[src/rtl/qspi_result.sv]
// Result stage for the quad-SPI PSRAM controller.
// Tracks the valid/ready handshake, issues the start pulse and
// captures the read word once the sequencer is done.

`timescale 1ns/10ps

module qspi_result #(
  parameter bit psram_addressing = 1'b1
) (
  input  logic        clk,
  input  logic        resetn,
  input  logic        valid,
  input  logic        is_write,
  input  logic        busy,
  input  logic        done,
  input  logic [31:0] shift_data,
  output logic        start,
  output logic        ready,
  output logic [31:0] rdata
);

  // A new request waits until the previous ready has cleared.
  assign start = valid && !ready && !busy;

  // Ready is held until the master lets go of valid.
  always_ff @(posedge clk) begin
    if (!resetn) begin
      ready <= 1'b0;
    end else if (done) begin
      ready <= 1'b1;
    end else if (!valid) begin
      ready <= 1'b0;
    end
  end

  // Flash returns bytes in wire order, so swap them into a little endian word.
  always_ff @(posedge clk) begin
    if (done && !is_write) begin
      rdata <= psram_addressing ? shift_data
                                : {shift_data[7:0], shift_data[15:8],
                                   shift_data[23:16], shift_data[31:24]};
    end
  end

  assert property (@(posedge clk) disable iff (!resetn)
    $rose(ready) |-> $past(done));

endmodule

[config.mk]
export PLATFORM = sky130hd
export DESIGN_NAME = qspi_result
export DESIGN_NICKNAME = d
export VERILOG_FILES = /design/src/rtl/qspi_result.sv
export SDC_FILE = /design/constraint.sdc
export NUM_CORES = 1
export LEC_CHECK = 0
export BUFFER_PORTS_ARGS = -buffer_cell sky130_fd_sc_hd__clkbuf_2
export CAP_MARGIN = 20
export CORE_MARGIN = 4
export CORE_UTILIZATION = 39
export CTS_BUF_LIST = sky130_fd_sc_hd__clkbuf_16
export DETAILED_ROUTE_END_ITERATION = 7
export PLACE_DENSITY = 0.79
export SLEW_MARGIN = 40
export SYNTH_ARGS = -nofsm -noshare
export SYNTH_HDL_FRONTEND = slang
export SYNTH_SLANG_ARGS = --single-unit
[constraint.sdc]
create_clock -name clk -period 2.6 [get_ports clk]
set_clock_uncertainty 0.2 [all_clocks]
set_input_delay 0.39 -clock clk [delete_from_list [all_inputs] [get_ports clk]]
set_output_delay 0.39 -clock clk [all_outputs]
set_load 0.03 [all_outputs]
# Word-level counts from Yosys, hierarchy flattened
# Cells that the tools add are included.
[totals]
reg_bits = 33
inputBits = 38
[classes]
eq_ne = 1
muxes = 2
n_reduce_logical = 6
[ops]
columns = ["operator", "n"]
rows = [
  ["$logic_and 1x1->1", 3],
  ["$logic_not 1->1", 3],
  ["$mux 1", 2],
  ["$ne 2x1->1 const B", 1],
]

# Depth between registers and ports, before layout
[depth]
word_depth = 3
depth_mapped = 2

# Worst setup path after synthesis
# Ideal clock, no wire load.
[synth_path]
kind = "in2reg"
start = "input is_write"
end = "register rdata[0] (enable)"
setup_time_ns = 0.425
arrival_ns = 1.842
required_ns = 1.975
path_slack_ns = 0.132
cell_stages = 1
path_cell_list = "nor2b_1"
[synth_between]
elab_chain_cells = 2
[synth_lines]
columns = ["item", "line_no", "source"]
rows = [
  ["from (decl)", "13", "input logic is_write,"],
  ["$logic_not 1->1", "38", "if (done && !is_write) begin"],
  ["$logic_and 1x1->1", "38", ""],
  ["to (signal assigned)", "39", "rdata <= psram_addressing ? shift_data"],
  ["to (decl)", "19", "output logic [31:0] rdata"],
]
# No other way between the ends.
# A chain may end at the register's enable or synchronous reset.

# Worst setup path after layout
[layout_path]
start = "register ready"
end = "output start"
[layout_between]
elab_chain_cells = 3
[layout_lines]
columns = ["item", "line_no", "source"]
rows = [
  ["from (decl)", "18", "output logic ready,"],
  ["from (signal assigned)", "28", "ready <= 1'b0;"],
  ["from (signal assigned)", "30", "ready <= 1'b1;"],
  ["from (signal assigned)", "32", "ready <= 1'b0;"],
  ["$logic_not 1->1", "23", "assign start = valid && !ready && !busy;"],
  ["$logic_and 1x1->1 (2 in a row)", "23", ""],
  ["to (decl)", "17", "output logic start,"],
]
# No other way between the ends.

==> results.json <==
{
  "status": "finished clean",
  "rsz0062_at_grt": "false",
  "drt-initial-drc-count": 12,
  "grt_pass1_wl_um": 3090,
  "synth_area_sq_um": 1010,
  "p_leak_nw": 0.693,
  "cp.required_ns": 2.01,
  "ys_seq_area_share_pct": 97.5,
  "syn_inst": 37,
  "dieArea_sq_um": 3460,
  "antenna_found_initial": 0,
  "ys_ff_latch": 33,
  "dp_cells": 139,
  "overflow": 0,
  "sequentialPowerShare_pct": 48.5,
  "first_pass_iters": 2,
  "rows": 18,
  "path_clk_slew_ns": 0.05,
  "min_path_type": "input pin to flip-flop",
  "setup_ws_ns": 1.00,
  "final_cell_mix": "clkbuf_2, edfxtp_1, clkbuf_16",
  "combinationalPowerShare_pct": 11.1,
  "whs_ns": 0.0952,
  "rr_startpoint": "ready",
  "period_share_pct": 61.4,
  "start_kind": "flip-flop",
  "drtAntennaViolNets": 0,
  "numCtsBuffers": 5,
  "clock_power_share_pct": 40.5,
  "final_cell_area_sq_um": 1550,
  "dpl-instance-area_sq_um": 1410,
  "place_ws_ns": 1.09,
  "setup_tns_ns": 0,
  "cts_root_buf": "clkbuf_16",
  "reg2reg_to": "ready",
  "synth_fp_nets": 75,
  "area_delta_synth_final_pct": 53.9,
  "clock.fmax_ghz": 0.627,
  "drc": 0,
  "core_sq_um": 2480,
  "finish.utilization_pct": 62.5,
  "antenna_cells": 0,
  "yosysTopAreaCell": "edfxtp_1",
  "post_cts_buffers": 0,
  "vias": 658,
  "io_buffers": 71,
  "hold_viol": 0,
  "worst-path-max-fanout": 3,
  "cts_tree": "yes",
  "arrival_ns": 1.01,
  "slew_violations": 0,
  "routed_wl_um": 2190,
  "slew_headroom_pct": 74.2,
  "setup_viol": 0,
  "grt_max_degree": 33,
  "ff2ff_setup_slack_ns": 1.80,
  "hold_depth": 1,
  "grt_pass1_vias": 618,
  "viasPerCell": 4.48,
  "grt_usage_pct": 13.2,
  "period_minus_slack_ns": 1.60,
  "vdd_drop_max_mv": 0.694,
  "final_nets": 154,
  "timing.hold.worst_endpoint": "rdata[0]",
  "cts.sinks": 33,
  "mostFrequentLayoutCell": "clkbuf_2",
  "critPathKind": "flip-flop to primary output",
  "die_x_um": 58.8,
  "worstMarginPinSlew_ns": 0.387,
  "synth_top_area_share_pct": 95.5,
  "clk_latency_ns": 0.27,
  "gp_congestion": 0.681,
  "netlist-cell-type-count": 5,
  "min_from": "shift_data[0]",
  "r2r_cells": 2,
  "p_per_area_nw_per_um2": 846,
  "clk_path_buf_depth": 2,
  "yosys-top-cells-area": "edfxtp_1, dfxtp_1, nor2b_1",
  "htree_num_levels": 2,
  "instances_no_fill": 147,
  "sw_frac_of_total_pct": 22.6,
  "holdBufCountCts": 0,
  "cts_resized": 0,
  "p_switching_uw": 295,
  "io_pins": 72,
  "ys.warnings.count": 0,
  "die_height_um": 58.8,
  "start_util_pct": 40.6,
  "wl_per_cell_um": 14.9,
  "synth.avg_cell_area_sq_um": 27.2,
  "internal-power_mw": 1.01,
  "drive_gt1_share_pct": 68.4,
  "critPathCaptureType": "primary output",
  "fin_total_pwr_mw": 1.31,
  "drv_cap": 0
}
## power by group through the flow
stage               combinational (mW)  sequential (mW)  clock (mW)
floorplan                       0.0107            0.717           0
global placement                 0.143            0.642           0
detailed placement               0.146            0.646           0
CTS                              0.147            0.635       0.546
global route                     0.153            0.637       0.575
finish                           0.145            0.635       0.530
## how the worst max path moves through the flow
stage / from / end / slack (ns) / cells past startpoint
4_1_cts: ready / start / 0.99 / 2
3_3_place_gp: done / rdata[0] / 1.11 / 3
3_5_place_dp: done / rdata[0] / 1.09 / 3
5_1_grt: ready / start / 0.93 / 2
2_1_floorplan: is_write / rdata[0] / 0.13 / 1
6_report: ready / start / 1.00 / 2
## worst max-delay path, stage by stage, from the launching register on
cell and delay [ns]:
dfxtp_1 0.32, nor3b_1 0.19, clkbuf_2 0.23
## per-layer routing
metal  global-route usage [%]  share of wire, %
met1                     13.6                35
met2                     21.5                51
met3                     7.89                13
met4                     5.83              0.64
met5                        0                 0
## cell usage after synthesis
master	instances
edfxtp_1	32
nor2b_1	2
a21oi_1	1
dfxtp_1	1
nor3b_1	1
## cell families after synthesis
logic type       synth area share [%]
flip-flops                       97.5
AND/OR/NAND/NOR                  1.99
AO/OA/AOI/OAI                   0.497
## sequential cells by signal (all words and copies together), names as in the netlist
| register | count |
|---|---|
| ready | 1 |
| rdata | 32 |
## area by class of cell
| class | count | area (sq um) |
|---|---|---|
| Clock buffer | 5 | 125 |
| Tap cell | 30 | 37.5 |
| Timing Repair Buffer | 72 | 363 |
| Fill cell | 188 | 930 |
| Clock inverter | 3 | 13.8 |
| Sequential cell | 33 | 981 |
| Multi-Input combinational cell | 4 | 27.5 |
Power figures use the tool's default switching activity.
