`src/rtl/qspi_pkg.sv`:
```
// Shared definitions for the quad-SPI PSRAM controller.
// Holds the transfer descriptor, the device command codes and the phase lengths.

package qspi_pkg;

  // One transfer as seen by the serial sequencer.
  // Write data is left-aligned so the first byte on the wire sits in [31:24].
  typedef struct packed {
    logic        is_write;
    logic [1:0]  chip;
    logic [7:0]  cmd;
    logic [23:0] addr;
    logic [31:0] wdata;
    logic [5:0]  data_bits;
  } xfer_desc_t;

  // Quad commands, used when the device runs in QPI style mode.
  localparam logic [7:0] cmd_quad_write = 8'h38;
  localparam logic [7:0] cmd_quad_read  = 8'hEB;

  // Single-line commands for plain SPI operation.
  localparam logic [7:0] cmd_write = 8'h02;
  localparam logic [7:0] cmd_read  = 8'h03;

  // Phase lengths, counted in bits on the wire.
  // The command always goes out one bit per sclk phase.
  localparam logic [5:0] cmd_bits  = 6'd8;
  localparam logic [5:0] addr_bits = 6'd24;

  // Full word transfer, used for every read.
  localparam logic [5:0] word_bits = 6'd32;

  // Partial write lengths.
  localparam logic [5:0] byte_bits = 6'd8;
  localparam logic [5:0] half_bits = 6'd16;

  // Wait phases between address and read data in quad mode.
  // The lines are released while these clocks run.
  localparam logic [5:0] dummy_clocks = 6'd6;

endpackage

```
`src/rtl/qspi_req_decode.sv`:
```
// Request decode for the quad-SPI PSRAM controller.
// Turns a held bus request into a transfer descriptor: command, device
// address, left-aligned write data and the length of the data phase.

`timescale 1ns/10ps

module qspi_req_decode import qspi_pkg::*; #(
  parameter bit quad_mode        = 1'b1,
  parameter bit psram_addressing = 1'b1
) (
  input  logic [22:0] addr,
  input  logic [31:0] wdata,
  input  logic [3:0]  wstrb,
  output xfer_desc_t  desc
);

  logic        is_write;
  logic [1:0]  byte_offset;
  logic [31:0] wr_aligned;
  logic [5:0]  wr_bits;
  logic [23:0] dev_addr;

  assign is_write = |wstrb;

  // Lane 3 is the lowest device byte, so lane 0 maps to offset 3.
  always_comb begin
    wr_aligned = wdata;
    case (wstrb)
      4'b0001: begin
        byte_offset       = 2'd3;
        wr_aligned[31:24] = wdata[7:0];
        wr_bits           = byte_bits;
      end
      4'b0010: begin
        byte_offset       = 2'd2;
        wr_aligned[31:24] = wdata[15:8];
        wr_bits           = byte_bits;
      end
      4'b0100: begin
        byte_offset       = 2'd1;
        wr_aligned[31:24] = wdata[23:16];
        wr_bits           = byte_bits;
      end
      4'b1000: begin
        byte_offset = 2'd0;
        wr_bits     = byte_bits;
      end
      4'b0011: begin
        byte_offset       = 2'd2;
        wr_aligned[31:16] = wdata[15:0];
        wr_bits           = half_bits;
      end
      4'b1100: begin
        byte_offset = 2'd0;
        wr_bits     = half_bits;
      end
      // Reads and full words both start at the word boundary.
      default: begin
        byte_offset = 2'd0;
        wr_bits     = word_bits;
      end
    endcase
  end

  // PSRAM keeps the top address bit clear, flash uses the full 24 bits.
  assign dev_addr = psram_addressing ? {1'b0, addr[20:0], byte_offset}
                                     : {addr[21:0], byte_offset};

  always_comb begin
    desc.is_write  = is_write;
    desc.chip      = addr[22:21];
    if (quad_mode) begin
      desc.cmd = is_write ? cmd_quad_write : cmd_quad_read;
    end else begin
      desc.cmd = is_write ? cmd_write : cmd_read;
    end
    desc.addr      = dev_addr;
    desc.wdata     = wr_aligned;
    desc.data_bits = wr_bits;
  end

  // The master may only issue strobe patterns the device path can encode.
  always_comb begin
    assert (wstrb inside {4'b0000, 4'b0001, 4'b0010, 4'b0100, 4'b1000,
                          4'b0011, 4'b1100, 4'b1111})
      else $error("unsupported write strobe pattern %b", wstrb);
  end

endmodule

```
`config.mk`:
```
export PLATFORM = sky130hd
export DESIGN_NAME = qspi_req_decode
export DESIGN_NICKNAME = d
export VERILOG_FILES = /design/src/rtl/qspi_pkg.sv /design/src/rtl/qspi_req_decode.sv
export SDC_FILE = /design/constraint.sdc
export NUM_CORES = 1
export LEC_CHECK = 0
export ABC_AREA = 1
export ABC_CLOCK_PERIOD_IN_PS = 1300
export BUFFER_PORTS_ARGS = -buffer_cell sky130_fd_sc_hd__clkbuf_2
export CELL_PAD_IN_SITES_DETAIL_PLACEMENT = 1
export CELL_PAD_IN_SITES_GLOBAL_PLACEMENT = 1
export CORE_ASPECT_RATIO = 0.9
export CORE_MARGIN = 2
export CORE_UTILIZATION = 17
export DETAILED_ROUTE_END_ITERATION = 12
export PLACE_DENSITY = 0.85
export SLEW_MARGIN = 20
export SYNTH_ARGS = -nofsm -noshare
export SYNTH_HDL_FRONTEND = slang
export SYNTH_SLANG_ARGS = --single-unit
export TNS_END_PERCENT = 10
```
`constraint.sdc`:
```
create_clock -name vclk -period 1.3
set_input_delay 0.26 -clock vclk [all_inputs]
set_output_delay 0.26 -clock vclk [all_outputs]
set_load 0.05 [all_outputs]
```
# Word level (Yosys, flattened, before mapping)
# Cells that the tools add are included.
dict set report totals {
  register_bits 0
  input_bits 59
  output_inout_bits 73
  word_cells 15
}
dict set report op_classes {
  eq_ne 6
  mux 5
  reduce_logical 4
}
# op n
set op_table {}
lappend op_table {{8-bit one-hot mux with 3 select lines} 1}
lappend op_table {{8-bit 2-to-1 mux} 2}
lappend op_table {{6-bit one-hot mux with 2 select lines} 1}
lappend op_table {{4-bit by 2-bit equality test with 1-bit output (second input constant)} 2}
lappend op_table {{4-bit equality test (second input constant)} 2}
lappend op_table {{4-bit OR reduction} 2}
lappend op_table {{2-bit one-hot mux with 3 select lines} 1}
lappend op_table {{4-bit by 1-bit equality test with 1-bit output (second input constant)} 1}
lappend op_table {{4-bit by 3-bit equality test with 1-bit output (second input constant)} 1}
lappend op_table {{2-bit OR reduction} 2}

# Depth between registers and ports, before layout
# Gate-level depths: netlist of run 1.
dict set report depth {
  ltp_word 3
  depth_mapped 7
  mapped_depth_nobuf 6
}

# Worst setup path before layout of run 1
# No wires, ideal clock.
dict set report synth_path {
  path_type {input -> output}
  start {in wstrb[3]}
  end {out desc[22] (netlist bit)}
  arrival_ns 1.767
  required_ns 1.040
  path_slack_ns -0.727
  cell_stages 4
  path_buffers 1
  cell_sequence {nor2_2 nand2_2 clkbuf_2 o21ai_0}
}
# element line_no
set synth_lines {}
lappend synth_lines {{start, declared} qspi_req_decode.sv:13} ;# input logic [3:0] wstrb,
lappend synth_lines {{end, declared} qspi_req_decode.sv:14} ;# output xfer_desc_t desc

==> reports/qor.yml, run 1 <==
floorplan:
  ios: 132
  core-area_sq_um: 4955
  rows: 24
  die_height_um: 72.68
  dieArea_sq_um: 5836
  die_w_um: 80.31
  start_util_pct: 17.98
sta:
  hold_violations: 0
  fin_crit_sh_pct: 114.4
  fin_tns_setup_ns: -3.121
  setup_viol: 27
  setup_ws_ns: -0.1874
  rsz0062_at_grt: "true"
  fmax_ghz: 0.6723
  slew_viol_final: 0
  finalCriticalPeriod_ns: 1.487
global_routing:
  grt_busiest_layer: "met2"
  gr-usage-all-layers_pct: 12.46
  grt_pass1_vias: 1206
  use_met2_pct: 24.17
  grt_util_met1_pct: 13.28
  antenna_found_initial: 0
  grt_first_pass_wirelength_um: 5727
  overflow: 0
  use_met3_pct: 2.351
  grt_max_degree: 12
power_and_ir_drop:
  ir_drop_mv: 0.1541
  p_leak_nw: 0.9028
  total_power_uw: 872.2
  cellPowerDensity_nw_per_um2: 541.2
worst_hold_path:
  hp-class: "primary input to output port"
yosys:
  ys_top_cells_by_area: "buf_4 45%, nand3_1 14%, nand2_1 13%"
  seq_area_frac_synth_pct: 0
  synth_cells: 163
  syn-mean-instance-area_sq_um: 5.465
  synth_area_sq_um: 890.9
  synthDistinctLibCells: 13
  synth.top_cell.area_share_pct: 44.66
  yosys.area.top_type: "buf_4"
  ys_warn_count: 0
placement:
  portBuffers: 79
  dp_slack_ns: -0.3412
  gp_congestion: 0.7760
  dp_hpwl_um: 2963
  dp.cells: 272
finish:
  nets: 271
  instances_no_fill: 275
  regArea_sq_um: 0
  finish.utilization_pct: 32.53
  antenna_cells: 0
  nClkBuffers: 0
  area_delta_synth_final_pct: 80.90
  final_cell_mix: "49 x clkbuf_2, 25 x nand2_1, 23 x nand3_1"
  drive_above_1_share_pct: 63.33
  final_common_cell: "clkbuf_2"
  fillCellCount: 605
  seq_cell_count: 0
critical_path:
  crit_path_max_fanout: 5
  cp-start-kind: "primary input"
  end_kind: "output port"
  critPathKind: "primary input to output port"
  critPathArrivalTime_ns: 1.23
  cp.required_ns: 1.04
routing:
  wl_per_cell_um: 14.23
  drc_errors: 0
  totalWireLength_um: 3912
  num_vias: 1172
  ant_nets: 0
  viasPerCell: 4.262
  drt-initial-drc-count: 17
  firstDrtPassIters: 4
run_status:
  status: "finished, violations left"
  violations: "setup timing"
flow_run:
  drv_cap: 0
cts:
  hold_buffers: 0
-- power by group --
| part | switching (mW) | total [mW] | internal (mW) | leakage (nW) |
|---|---|---|---|---|
| sequential | 0 | 0 | 0 | 0 |
| combinational | 0.564 | 0.872 | 0.309 | 0.903 |
| clock | 0 | 0 | 0 | 0 |
-- cell usage after synthesis --
library cell and instances:
buf_4 53, nand2_1 30, nand3_1 25, nor2_1 18, inv_1 15, o21ai_0 10, nand2_2 3, buf_6 2
conb_1 2, nor2_2 2, clkbuf_2 1, inv_2 1, nor2_4 1
-- per-stage QoR --
stage / hold WS [ns] / area (sq um)
global route: 0.5201 / 1612
global placement: 0.5203 / 1187
floorplan: 0.6871 / 967.2
finish: 0.5200 / 1612
CTS: 0.5203 / 1531
detailed placement: 0.5203 / 1187
-- timing repair --
| item | in CTS | in global routing |
|---|---|---|
| pin swaps | 6 | 8 |
| setup endpoints to repair | 27 | 27 |
| setup buffers | 2 | 0 |
| gates cloned | 0 | 1 |
| gates resized for setup | 74 | 32 |
-- path summary, 6_finish.rpt --
| path | startpoint | endpoint | slack (ns) | depth (start not counted) |
|---|---|---|---|---|
| hold / removal | addr[8] | desc[48] | 0.52 | 0 |
| setup / recovery | wstrb[3] | desc[30] | -0.19 | 8 |
-- logic make-up after synthesis --
kind of cell           Yosys count  share of synthesized area, %
other                            2                        0.8430
AO/OA/AOI/OAI                   10                         5.618
buffers and inverters           72                         54.49
AND/OR/NAND/NOR                 79                         39.04
-- critical path, stage by stage --
cell	delay (ns)
buf_8	0.11
nor2_4	0.19
buf_6	0.17
nand2_8	0.09
nor2_4	0.11
nor2_1	0.05
nand2_1	0.09
buf_8	0.16
-- layout make-up --
cell class	instances	area, sq um	share of cell area [%]
Tap cell	65	81.33	5.047
Multi-Input combinational cell	97	590.6	36.65
Inverter	16	62.56	3.882
Timing Repair Buffer	97	877.1	54.43
-- layer usage --
layer / vias to the layer above / share of wire, %
met5: - / 0
met4: 0 / 3.5
met3: 20 / 8.1
met2: 59 / 53
met1: 549 / 36
li1: 544 / -
(Power assumes the default switching activity.)
==> run 2, diff against run 1 <==
Settings changed: PLACE_DENSITY 0.85 to 0.81.
==> reports/qor.yml, run 2 (synthesis gave the netlist of run 1 again) <==
finish:
  regArea_sq_um: 0  # unchanged
  finish.utilization_pct: 30.35  # -2.2 points
  final_common_cell: "clkbuf_2"
  nets: 270  # -0.37%
  seq_cell_count: 0  # unchanged
  area_delta_synth_final_pct: 68.82
  final_cell_mix: "49 x clkbuf_2, 27 x nand2_1, 21 x nand3_1"
  antenna_cells: 0  # unchanged
  drive_above_1_share_pct: 60.77  # -2.6 points
  nClkBuffers: 0  # unchanged
routing:
  num_vias: 1085  # -7.4%
  wl_per_cell_um: 12.85  # -9.7%
  firstDrtPassIters: 4  # unchanged
  viasPerCell: 3.960  # -7.1%
  totalWireLength_um: 3520  # -10%
  ant_nets: 0  # unchanged
  drc_errors: 0  # unchanged
  drt-initial-drc-count: 12  # -5
floorplan:
  dieArea_sq_um: 5836  # unchanged
  core-area_sq_um: 4955  # unchanged
  rows: 24  # unchanged
  start_util_pct: 17.98  # unchanged
  ios: 132  # unchanged
  die_height_um: 72.68  # unchanged
  die_w_um: 80.31  # unchanged
critical_path:
  end_kind: "output port"
  critPathKind: "primary input to output port"
  cp.required_ns: 1.04  # about the same
  critPathArrivalTime_ns: 1.24  # about the same
  crit_path_max_fanout: 11  # +6
  cp-start-kind: "primary input"
power_and_ir_drop:
  cellPowerDensity_nw_per_um2: 553.8  # +2.3%
  seqPwrFrac_pct: 0  # unchanged
  p_leak_nw: 0.8798  # -2.5%
  p_sw_share_pct: 65.05  # +0.44 points
  power_frac_clock_pct: 0  # unchanged
  total_power_uw: 832.8  # -4.5%
  pwr-share-comb_pct: 100.0  # about the same
  power.switching_uw: 541.7  # -3.9%
  ir_drop_mv: 0.1570  # +1.9%
  p_int_uw: 291.1  # -5.7%
worst_hold_path:
  min_path_cells: 0  # unchanged
  holdCritStartpoint: "addr[3]"
  hp-class: "primary input to output port"
  min_to: "desc[43]"
sta:
  setup_ws_ns: -0.2047  # -0.01732 ns
  fin_crit_sh_pct: 115.7  # +1.3 points
  slew_viol_final: 0  # unchanged
  rsz0062_at_grt: "true"
  setup_viol: 27  # unchanged
  fmax_ghz: 0.6646  # -1.2%
  finalCriticalPeriod_ns: 1.505  # +0.01732 ns
  hold_violations: 0  # unchanged
placement:
  dp_hpwl_um: 2746  # -7.3%
  portBuffers: 79  # unchanged
  dp_slack_ns: -0.3301  # +0.01107 ns
  gp_congestion: 0.6707  # -14%
global_routing:
  grt_pass1_vias: 1105  # -8.4%
  overflow: 0  # unchanged
  gr-usage-all-layers_pct: 11.19  # -1.3 points
  grt_max_degree: 12  # unchanged
  antenna_found_initial: 0  # unchanged
  grt_first_pass_wirelength_um: 5202  # -9.2%
flow_run:
  drv_cap: 0  # unchanged
cts:
  cts_setup_buffers: 0  # -2
run_status:
  status: "finished, violations left"
  violations: "setup timing"
run 2: per-stage QoR:
| step | TNS, ns | cells | hold WS (ns) | area (sq um) |
|---|---|---|---|---|
| 4_1_cts | -3.006 | 273 | 0.5203 | 1423 |
| 3_3_place_gp | -6.026 | 273 | 0.5203 | 1180 |
| 6_report | -4.214 | 274 | 0.5200 | 1504 |
| 5_1_grt | -5.969 | 274 | 0.5201 | 1504 |
| 2_1_floorplan | -3.455 | 168 | 0.6871 | 967.2 |
| 3_5_place_dp | -6.641 | 273 | 0.5203 | 1180 |
run 2: power by group through the flow:
stage	registers, mW	clock network [mW]	logic (mW)
finish	0	0	0.833
global route	0	0	0.878
CTS	0	0	0.794
global placement	0	0	0.686
detailed placement	0	0	0.695
floorplan	0	0	0.724
run 2: how the worst max path moves through the flow:
stage                        start        to  cells past startpoint  slack [ns]
after global placement    wstrb[3]  desc[34]                      9       -0.31
after floorplan           wstrb[1]   desc[3]                      5       -0.24
after CTS                 wstrb[3]  desc[37]                      9       -0.18
after detailed placement  wstrb[3]  desc[37]                      9       -0.33
final                     wstrb[2]  desc[25]                      6       -0.20
after global routing      wstrb[2]  desc[33]                      8       -0.26
run 2: worst max-delay path, cell delays in order:
cell	delay (ns)
buf_8	0.10
nor2_4	0.25
nand2_2	0.13
buf_12	0.17
o21ai_2	0.13
clkbuf_8	0.20
run 2: routing by layer:
| metal | vias up | GRT usage (%) | part of all wire (%) |
|---|---|---|---|
| li1 | 545 | - | - |
| met1 | 495 | 13.06 | 37 |
| met2 | 43 | 22.41 | 55 |
| met3 | 2 | 1.485 | 7.3 |
| met4 | 0 | 0.7533 | 0.28 |
| met5 | - | 0 | 0 |
run 2: layout make-up:
cell class | count | area (sq um)
timing repair buffer | 96 | 822.0
inverter | 16 | 62.56
multi-input combinational | 97 | 538.0
tap | 65 | 81.33
fill | 629 | 3451
run 2: repair_timing:
item / 4_1_cts / 5_1_grt
gates resized for setup: 58 / 37
setup endpoints to repair: 27 / 27
pin swaps: 5 / 10
cloned: 0 / 1
hold buffers: 0 / 0
hold endpoints to repair: 0 / 0
