### src/rtl/qspi_pkg.sv
// Shared definitions for the quad-SPI PSRAM controller.
// Holds the transfer descriptor, the device command codes and the phase lengths.

package qspi_pkg;

  // One transfer as seen by the serial sequencer.
  // Write data is left-aligned so the first byte on the wire sits in [31:24].
  typedef struct packed {
    logic        is_write;
    logic [1:0]  chip;
    logic [7:0]  cmd;
    logic [23:0] addr;
    logic [31:0] wdata;
    logic [5:0]  data_bits;
  } xfer_desc_t;

  // Quad commands, used when the device runs in QPI style mode.
  localparam logic [7:0] cmd_quad_write = 8'h38;
  localparam logic [7:0] cmd_quad_read  = 8'hEB;

  // Single-line commands for plain SPI operation.
  localparam logic [7:0] cmd_write = 8'h02;
  localparam logic [7:0] cmd_read  = 8'h03;

  // Phase lengths, counted in bits on the wire.
  // The command always goes out one bit per sclk phase.
  localparam logic [5:0] cmd_bits  = 6'd8;
  localparam logic [5:0] addr_bits = 6'd24;

  // Full word transfer, used for every read.
  localparam logic [5:0] word_bits = 6'd32;

  // Partial write lengths.
  localparam logic [5:0] byte_bits = 6'd8;
  localparam logic [5:0] half_bits = 6'd16;

  // Wait phases between address and read data in quad mode.
  // The lines are released while these clocks run.
  localparam logic [5:0] dummy_clocks = 6'd6;

endpackage

### src/rtl/qspi_sequencer.sv
// Serial sequencer for the quad-SPI PSRAM controller.
// Runs select, command, address, wait and data phases over the shared bus,
// one or four bits per sclk phase, in both directions.

`timescale 1ns/10ps

module qspi_sequencer import qspi_pkg::*; #(
  parameter bit quad_mode       = 1'b1,
  parameter bit cen_active_high = 1'b0
) (
  input  logic        clk,
  input  logic        resetn,
  input  logic        start,
  input  xfer_desc_t  desc,
  output logic        busy,
  output logic        done,
  output logic [31:0] shift_data,
  output logic        cen,
  output logic        sclk,
  output logic [1:0]  cs,
  output logic [3:0]  sio_out,
  output logic [3:0]  sio_oe,
  input  logic [3:0]  sio_in
);

  // Each state names the phase that is loaded next.
  // The shift itself runs while bits_left is nonzero.
  typedef enum logic [2:0] {
    st_idle,
    st_select,
    st_cmd,
    st_addr,
    st_wait,
    st_data,
    st_finish
  } state_t;

  state_t      state;
  xfer_desc_t  req;
  logic [31:0] shift_buf;
  logic [5:0]  bits_left;
  logic        is_quad;
  logic        selected;
  logic        shifting;

  // Leading bits of a word as they go onto the lines.
  function automatic logic [3:0] lead_bits(input logic [31:0] value, input logic quad);
    lead_bits = quad ? value[31:28] : {3'b000, value[31]};
  endfunction

  assign shifting   = (bits_left != 6'd0);
  assign busy       = (state != st_idle);
  assign done       = (state == st_finish) && !shifting;
  assign shift_data = shift_buf;
  assign cen        = cen_active_high ? selected : ~selected;

  // Request is captured once so the bus side may change freely afterwards.
  always_ff @(posedge clk) begin
    if (start && state == st_idle) begin
      req <= desc;
    end
  end

  always_ff @(posedge clk) begin
    if (!resetn) begin
      state     <= st_idle;
      bits_left <= 6'd0;
      is_quad   <= 1'b0;
      selected  <= 1'b0;
      sclk      <= 1'b0;
      cs        <= 2'b00;
      sio_oe    <= 4'b1111;
      sio_out   <= 4'b0000;
      shift_buf <= 32'h0;
    end else if (shifting) begin
      if (!sclk) begin
        // sclk rises here, so sample what the device put out.
        sclk      <= 1'b1;
        shift_buf <= is_quad ? {shift_buf[27:0], sio_in} : {shift_buf[30:0], sio_in[1]};
      end else begin
        sclk      <= 1'b0;
        bits_left <= bits_left - (is_quad ? 6'd4 : 6'd1);
        sio_out   <= lead_bits(shift_buf, is_quad);
      end
    end else begin
      case (state)
        st_idle: begin
          if (start) begin
            state <= st_select;
          end
        end
        st_select: begin
          cs       <= req.chip;
          selected <= 1'b1;
          sio_oe   <= 4'b0001;
          state    <= st_cmd;
        end
        st_cmd: begin
          shift_buf <= {req.cmd, 24'h0};
          sio_out   <= {3'b000, req.cmd[7]};
          bits_left <= cmd_bits;
          is_quad   <= 1'b0;
          state     <= st_addr;
        end
        st_addr: begin
          shift_buf <= {req.addr, 8'h00};
          sio_out   <= lead_bits({req.addr, 8'h00}, quad_mode);
          sio_oe    <= 4'b1111;
          bits_left <= addr_bits;
          is_quad   <= quad_mode;
          // Single-line reads and all writes go straight to data.
          state     <= (quad_mode && !req.is_write) ? st_wait : st_data;
        end
        st_wait: begin
          sio_oe    <= 4'b0000;
          bits_left <= dummy_clocks;
          is_quad   <= 1'b0;
          state     <= st_data;
        end
        st_data: begin
          is_quad <= quad_mode;
          if (req.is_write) begin
            shift_buf <= req.wdata;
            sio_out   <= lead_bits(req.wdata, quad_mode);
            sio_oe    <= 4'b1111;
            bits_left <= req.data_bits;
          end else begin
            sio_oe    <= 4'b0000;
            bits_left <= word_bits;
          end
          state <= st_finish;
        end
        st_finish: begin
          selected <= 1'b0;
          state    <= st_idle;
        end
        default: state <= st_idle;
      endcase
    end
  end

  // The device drives every line while read data is shifted in.
  assert property (@(posedge clk) disable iff (!resetn)
    (state == st_finish && shifting && !req.is_write) |-> (sio_oe == 4'b0000));

  // No clock edge may reach a device between transfers.
  assert property (@(posedge clk) disable iff (!resetn)
    (state == st_idle) |-> !sclk);

endmodule

### config.mk
export PLATFORM = sky130hd
export DESIGN_NAME = qspi_sequencer
export DESIGN_NICKNAME = d
export VERILOG_FILES = /design/src/rtl/qspi_pkg.sv /design/src/rtl/qspi_sequencer.sv
export SDC_FILE = /design/constraint.sdc
export NUM_CORES = 1
export LEC_CHECK = 0
export BUFFER_PORTS_ARGS = -buffer_cell sky130_fd_sc_hd__clkbuf_2
export CAP_MARGIN = 0
export CORE_MARGIN = 4
export CORE_UTILIZATION = 30
export CTS_CLUSTER_SIZE = 14
export DETAILED_ROUTE_END_ITERATION = 6
export PLACE_DENSITY = 0.59
export SLEW_MARGIN = 30
export SYNTH_ARGS = -nofsm -noshare
export SYNTH_HDL_FRONTEND = slang
export SYNTH_SLANG_ARGS = --single-unit
### constraint.sdc
create_clock -name clk -period 6.3 [get_ports clk]
set_input_delay 0.315 -clock clk [delete_from_list [all_inputs] [get_ports clk]]
set_output_delay 0.315 -clock clk [all_outputs]
set_load 0.02 [all_outputs]
======== After elaboration in Yosys (flattened, before gate mapping) ========
Index checks and enable logic that the tools add are counted.
storage, ports and cells
  output and inout bits ................... 46
  logic and storage cells ................. 72
  bits in registers ....................... 127
  input bits .............................. 80
operators by class
  mux-type cells .......................... 23
  equal/unequal tests ..................... 10
  $add $sub $neg .......................... 1
  reduce and logical (&&, ||, !) cells .... 21
  bitwise operators ....................... 2
operators with widths
  operator                                                         count
  32-bit 2-to-1 mux                                                4
  32-bit case mux with 3 select lines                              1
  6-bit case mux with 4 select lines                               1
  4-bit 2-to-1 mux                                                 5
  6-bit 2-to-1 mux                                                 3
  3-bit case mux with 6 select lines                               1
  4-bit case mux with 4 select lines                               1
  4-bit case mux with 3 select lines                               1
  2-bit AND reduction                                              6
  3-bit == test, second input constant                             3
  4-bit nonzero test                                               2
  3-bit by 2-bit == test with 1-bit output, second input constant  2
  3-bit 2-to-1 mux                                                 2
  2-bit != test, second input constant                             3
  3-bit AND reduction                                              2
  6-bit nonzero test                                               1
  6-bit by 3-bit subtractor with 6-bit output                      1
  5-bit nonzero test                                               1
  1-bit case mux with 2 select lines                               2
  2-bit nonzero test                                               2
  2-bit OR reduction                                               2
  3-bit by 1-bit == test with 1-bit output, second input constant  1
  3-bit logical NOT                                                1
  3-bit != test, second input constant                             1
  other kinds (5)                                                  8

======== Depth between registers and ports, before layout ========
  depth after elaboration ................. 4
  gate-level depth with buffers ........... 10
  mapped depth without buffers ............ 8

======== Worst setup path after synthesis ========
Ideal clock, no wire load.
  kind .................................... reg2reg
  from .................................... register state[0]
  to ...................................... register req[0] (netlist name), enable pin
  data arrival time ....................... 4.012 ns
  buffers on the path ..................... 1
  setup slack ............................. 1.783 ns
  cell stages (with the launch flop) ...... 4
  setup time .............................. 0.505 ns
  cells stage by stage .................... dfxtp_1 -> clkbuf_1 -> or3_1 -> nor2_1
between the ends
  longest elaborated chain between the ends .. 2
ends and longest elaborated chain
  element                 RTL line              text
  start, declared         qspi_sequencer.sv:38  state_t state;
  start signal, assigned  qspi_sequencer.sv:66  state <= st_idle;
  start signal, assigned  qspi_sequencer.sv:89  state <= st_select;
  start signal, assigned  qspi_sequencer.sv:96  state <= st_cmd;
  3-bit logical NOT       qspi_sequencer.sv:59  if (start && state == st_idle) begin
  1-bit logical AND       qspi_sequencer.sv:59
  end signal, assigned    qspi_sequencer.sv:60  req <= desc;
  end, declared           qspi_sequencer.sv:39  xfer_desc_t req;
Every way passes these cells.
A chain may end at the register's enable or synchronous reset.

======== Final worst setup path ========
  from .................................... register state[2]
  to ...................................... register shift_buf[0], in the netlist shift_data[0]
between the ends
  longest elaborated chain between the ends .. 3
  elaborated cells on any way between the ends .. 8
ends and longest elaborated chain
  element                                                                    RTL line               text
  3-bit == test or 3-bit by 2-bit == test with 1-bit output (tied branches)  qspi_sequencer.sv:86   case (state)
  3-bit != test (no source line) (tied with other cells)                     --
  3-bit AND reduction (no source line) or 32-bit 2-to-1 mux (tied branches)  --
  end signal, assigned                                                       qspi_sequencer.sv:79   shift_buf <= is_quad ? {shift_buf[27:0], sio_in} : {shift_buf[30:0], sio_in[1]};
  end signal, assigned                                                       qspi_sequencer.sv:99   shift_buf <= {req.cmd, 24'h0};
  end signal, assigned                                                       qspi_sequencer.sv:106  shift_buf <= {req.addr, 8'h00};
  end, declared                                                              qspi_sequencer.sv:40   logic [31:0] shift_buf;
Parallel ways exist; a longest one is shown, timed or not.

==> flow_summary.ini <==
[critical_path]
r2r_start = state[2]$_SDFFE_PN0P_
timing.rr.end = shift_data[0]$_SDFFE_PN0P_
crit_path_max_incr_delay_ns = 0.66
arrival_ns = 3.11
reg2reg_depth = 7
cp_max_fo = 29
ff2ff_setup_slack_ns = 3.46
cpMostUsedCell = mux2i_2
crit_chain = clkinv_1, ha_1, mux2i_2, buf_4, mux2i_2, nand4b_1, o21ai_0
crit_family = buffers and inverters
end_kind = register
cp_data_required_time_ns = 6.56
critical_path_class = register to register
path_buf_inv = 2
critPathSlowestCell = dfxtp_1
critPathLaunchType = register

[clock_tree]
cts.sinks = 125
cts-resized-gates = 0
clk_path_buf_depth = 2
cts_tree = yes
cts-root-buf = clkbuf_16
htree_levels = 4
cts.clk_slew.worst_paths_ns = 0.06
clk-insertion-delay-late_ns = 0.42
cts_made_buffers = 17
cts_hold_buf = 0
cts_setup_buffers = 0

[timing]
finClkSkew_ns = 0.00898
fin_crit_sh_pct = 45.1
rsz0062_at_grt = false
worst_pin_slew_ns = 0.952
setup_viol = 0
hold_violations = 0
fmax_mhz = 352
slew_headroom_pct = 36.5
fin_setup_tns_ns = 0
min_period_ns = 2.84
slew_violations = 0

[synthesis]
synthArstFlopShare_pct = 0
seq_area_frac_synth_pct = 56.1
ys_warn_count = 0
ys.flop_type = edfxtp_1
syn_area_mm2 = 0.00577
synth_cells = 531
ys_types = 53
synth_edf_count = 73
synth_nets = 617
ys_seq_elements = 125
synth.avg_cell_area_um2 = 10.9

[route]
drt_pre_antenna_iters = 5
post-route-drc-count = 0
ant_nets = 0
via_per_inst = 5.04
routed_wirelength_mm = 15.4
wl_per_cell_um = 17.0
via_count = 4568
drtIter0Drc = 290

[global_route]
grt_max_degree = 74
overflow = 0
gr-usage-all-layers_pct = 14.3
grt_pass1_wl_mm = 24.4
antenna_found_initial = 0
grt_pass1_vias = 4601

[min_path]
hold_start = desc[15]
min_path_cells = 1
hp-class = input pin to register
min_delay_worst_endpoint = req[15]$_DFFE_PP_

[place]
gp_congestion = 0.838
place_area_mm2 = 0.00659
portBuffers = 125
hpwl_mm = 10.6

[run_status]
status = finished clean

[cells_and_area]
drive_above_1_share_pct = 28.3
fin_nets = 721
area_growth_pct = 24.4
antenna_cells = 0
finalInstanceArea_mm2 = 0.00717
utilization_pct = 38.1

[pwr]
ir_worst_vdd_v = 0.000235
powerDensity_mw_per_mm2 = 484
leakage_nw = 2.66

[die]
die_area_mm2 = 0.0215
initial_utilization_pct = 30.6
std_cell_rows = 50
die_w_um = 147
coreArea_mm2 = 0.0188
die_h_um = 147
ios = 126

[job]
cap_violations = 0
==> report_power, final <==
part | total (mW) | leakage, nW | internal [mW] | switching, mW
Combinational | 1.18 | 1.27 | 0.445 | 0.734
Sequential | 1.33 | 1.12 | 1.11 | 0.221
Clock | 0.964 | 0.271 | 0.615 | 0.350
Total | 3.47 | 2.66 | 2.17 | 1.30
==> through the flow <==
| stage | total power, mW | hold slack, ns | worst slack, ns | cells |
|---|---|---|---|---|
| 2_1_floorplan | 2.18 | 0.414 | 1.78 | 531 |
| 3_3_place_gp | 2.48 | 0.471 | 3.48 | 876 |
| 3_5_place_dp | 2.52 | 0.488 | 3.48 | 876 |
| 4_1_cts | 3.49 | 0.0494 | 3.47 | 907 |
| 5_1_grt | 3.68 | 0.0498 | 3.18 | 907 |
| 6_report | 3.47 | 0.0677 | 3.46 | 907 |
==> layout by cell type, fill, tap and decap left out, types with 13 or more instances in the layout <==
cell         n
clkbuf_2   125
edfxtp_1    73
o21ai_0     57
a21oi_1     50
dfxtp_1     50
nand2_1     36
mux2i_1     30
nor2_1      28
o22ai_1     21
a221o_1     17
clkbuf_16   17
mux2_2      13
==> Yosys cell counts (2+ instances only) <==
library cell / count / area (µm²)
nor2_1: 29 / 109
o211ai_1: 9 / 67.6
o22ai_1: 21 / 131
o2111ai_1: 2 / 17.5
edfxtp_1: 73 / 2190
inv_1: 12 / 45.0
nor3_1: 5 / 25.0
nand2_1: 36 / 135
a211oi_1: 3 / 22.5
mux2i_1: 32 / 320
or3_1: 2 / 12.5
ha_1: 6 / 75.1
nand3_1: 5 / 25.0
o221ai_1: 7 / 61.3
a21boi_0: 6 / 45.0
dfxtp_1: 52 / 1040
and4b_1: 2 / 20.0
buf_4: 2 / 15.0
nor2b_1: 7 / 43.8
nand2b_1: 3 / 18.8
nand4b_1: 8 / 70.1
o32a_1: 2 / 20.0
mux2_2: 13 / 146
a31oi_1: 3 / 18.8
a21oi_1: 50 / 250
clkbuf_1: 28 / 105
buf_2: 6 / 30.0
o21ai_0: 58 / 290
a221o_1: 17 / 170
buf_1: 9 / 33.8
==> flip-flops by register name, summed over array words and instances, names as in the netlist <==
signal and count:
req 73, state 3, cs 2, sio_out 4
selected 1, is_quad 1, shift_data 32, sio_oe 2
sclk 1, bits_left 6
==> final cells by class <==
cell class                      count  area [µm²]
Inverter                           13        48.8
Clock buffer                       19         433
Timing Repair Buffer              131         674
Multi-Input combinational cell    347        2300
Tap cell                          260         325
Sequential cell                   125        3240
Clock inverter                     12         148
Fill cell                        1867       11700
==> cell families after synthesis <==
kind of cell             Yosys count  synth area share [%]
AO/OA/AOI/OAI                    187                  20.3
XOR/XNOR                           2                 0.304
adder cells (fa/ha/maj)            6                  1.30
buffers and inverters             59                  4.23
flip-flops                       125                  56.1
multiplexers                      45                  8.09
AND/OR/NAND/NOR                  107                  9.68
==> worst register-to-register path, delay by kind of cell (launching register included) <==
kind	cells	cell delay (ns)
mux	2	0.46
flops	1	0.66
buf+inv	2	0.86
compound gates	1	0.12
simple gates	1	0.21
fa+ha+maj	1	0.38
==> routing by layer <==
| metal | share of wire, % | track usage (%) | up-vias |
|---|---|---|---|
| li1 | - | - | 2221 |
| met1 | 44 | 17.5 | 2169 |
| met2 | 47 | 23.0 | 143 |
| met3 | 5.5 | 4.44 | 35 |
| met4 | 3.1 | 6.87 | 0 |
| met5 | 0 | 0 | - |
==> worst max-delay path by stage <==
stage | from | end | slack, ns | depth (start not counted)
final | state[2]$_SDFFE_PN0P_ | shift_data[0]$_SDFFE_PN0P_ | 3.46 | 7
after global routing | state[2]$_SDFFE_PN0P_ | shift_data[3]$_SDFFE_PN0P_ | 3.18 | 7
after CTS | state[2]$_SDFFE_PN0P_ | shift_data[3]$_SDFFE_PN0P_ | 3.47 | 7
after floorplan | state[0]$_SDFFE_PN0P_ | req[0]$_DFFE_PP_ | 1.78 | 3
after global placement | state[2]$_SDFFE_PN0P_ | shift_data[29]$_SDFFE_PN0P_ | 3.48 | 7
after detailed placement | state[2]$_SDFFE_PN0P_ | shift_data[3]$_SDFFE_PN0P_ | 3.48 | 7
Note: power is estimated with default switching activity, not from simulation.
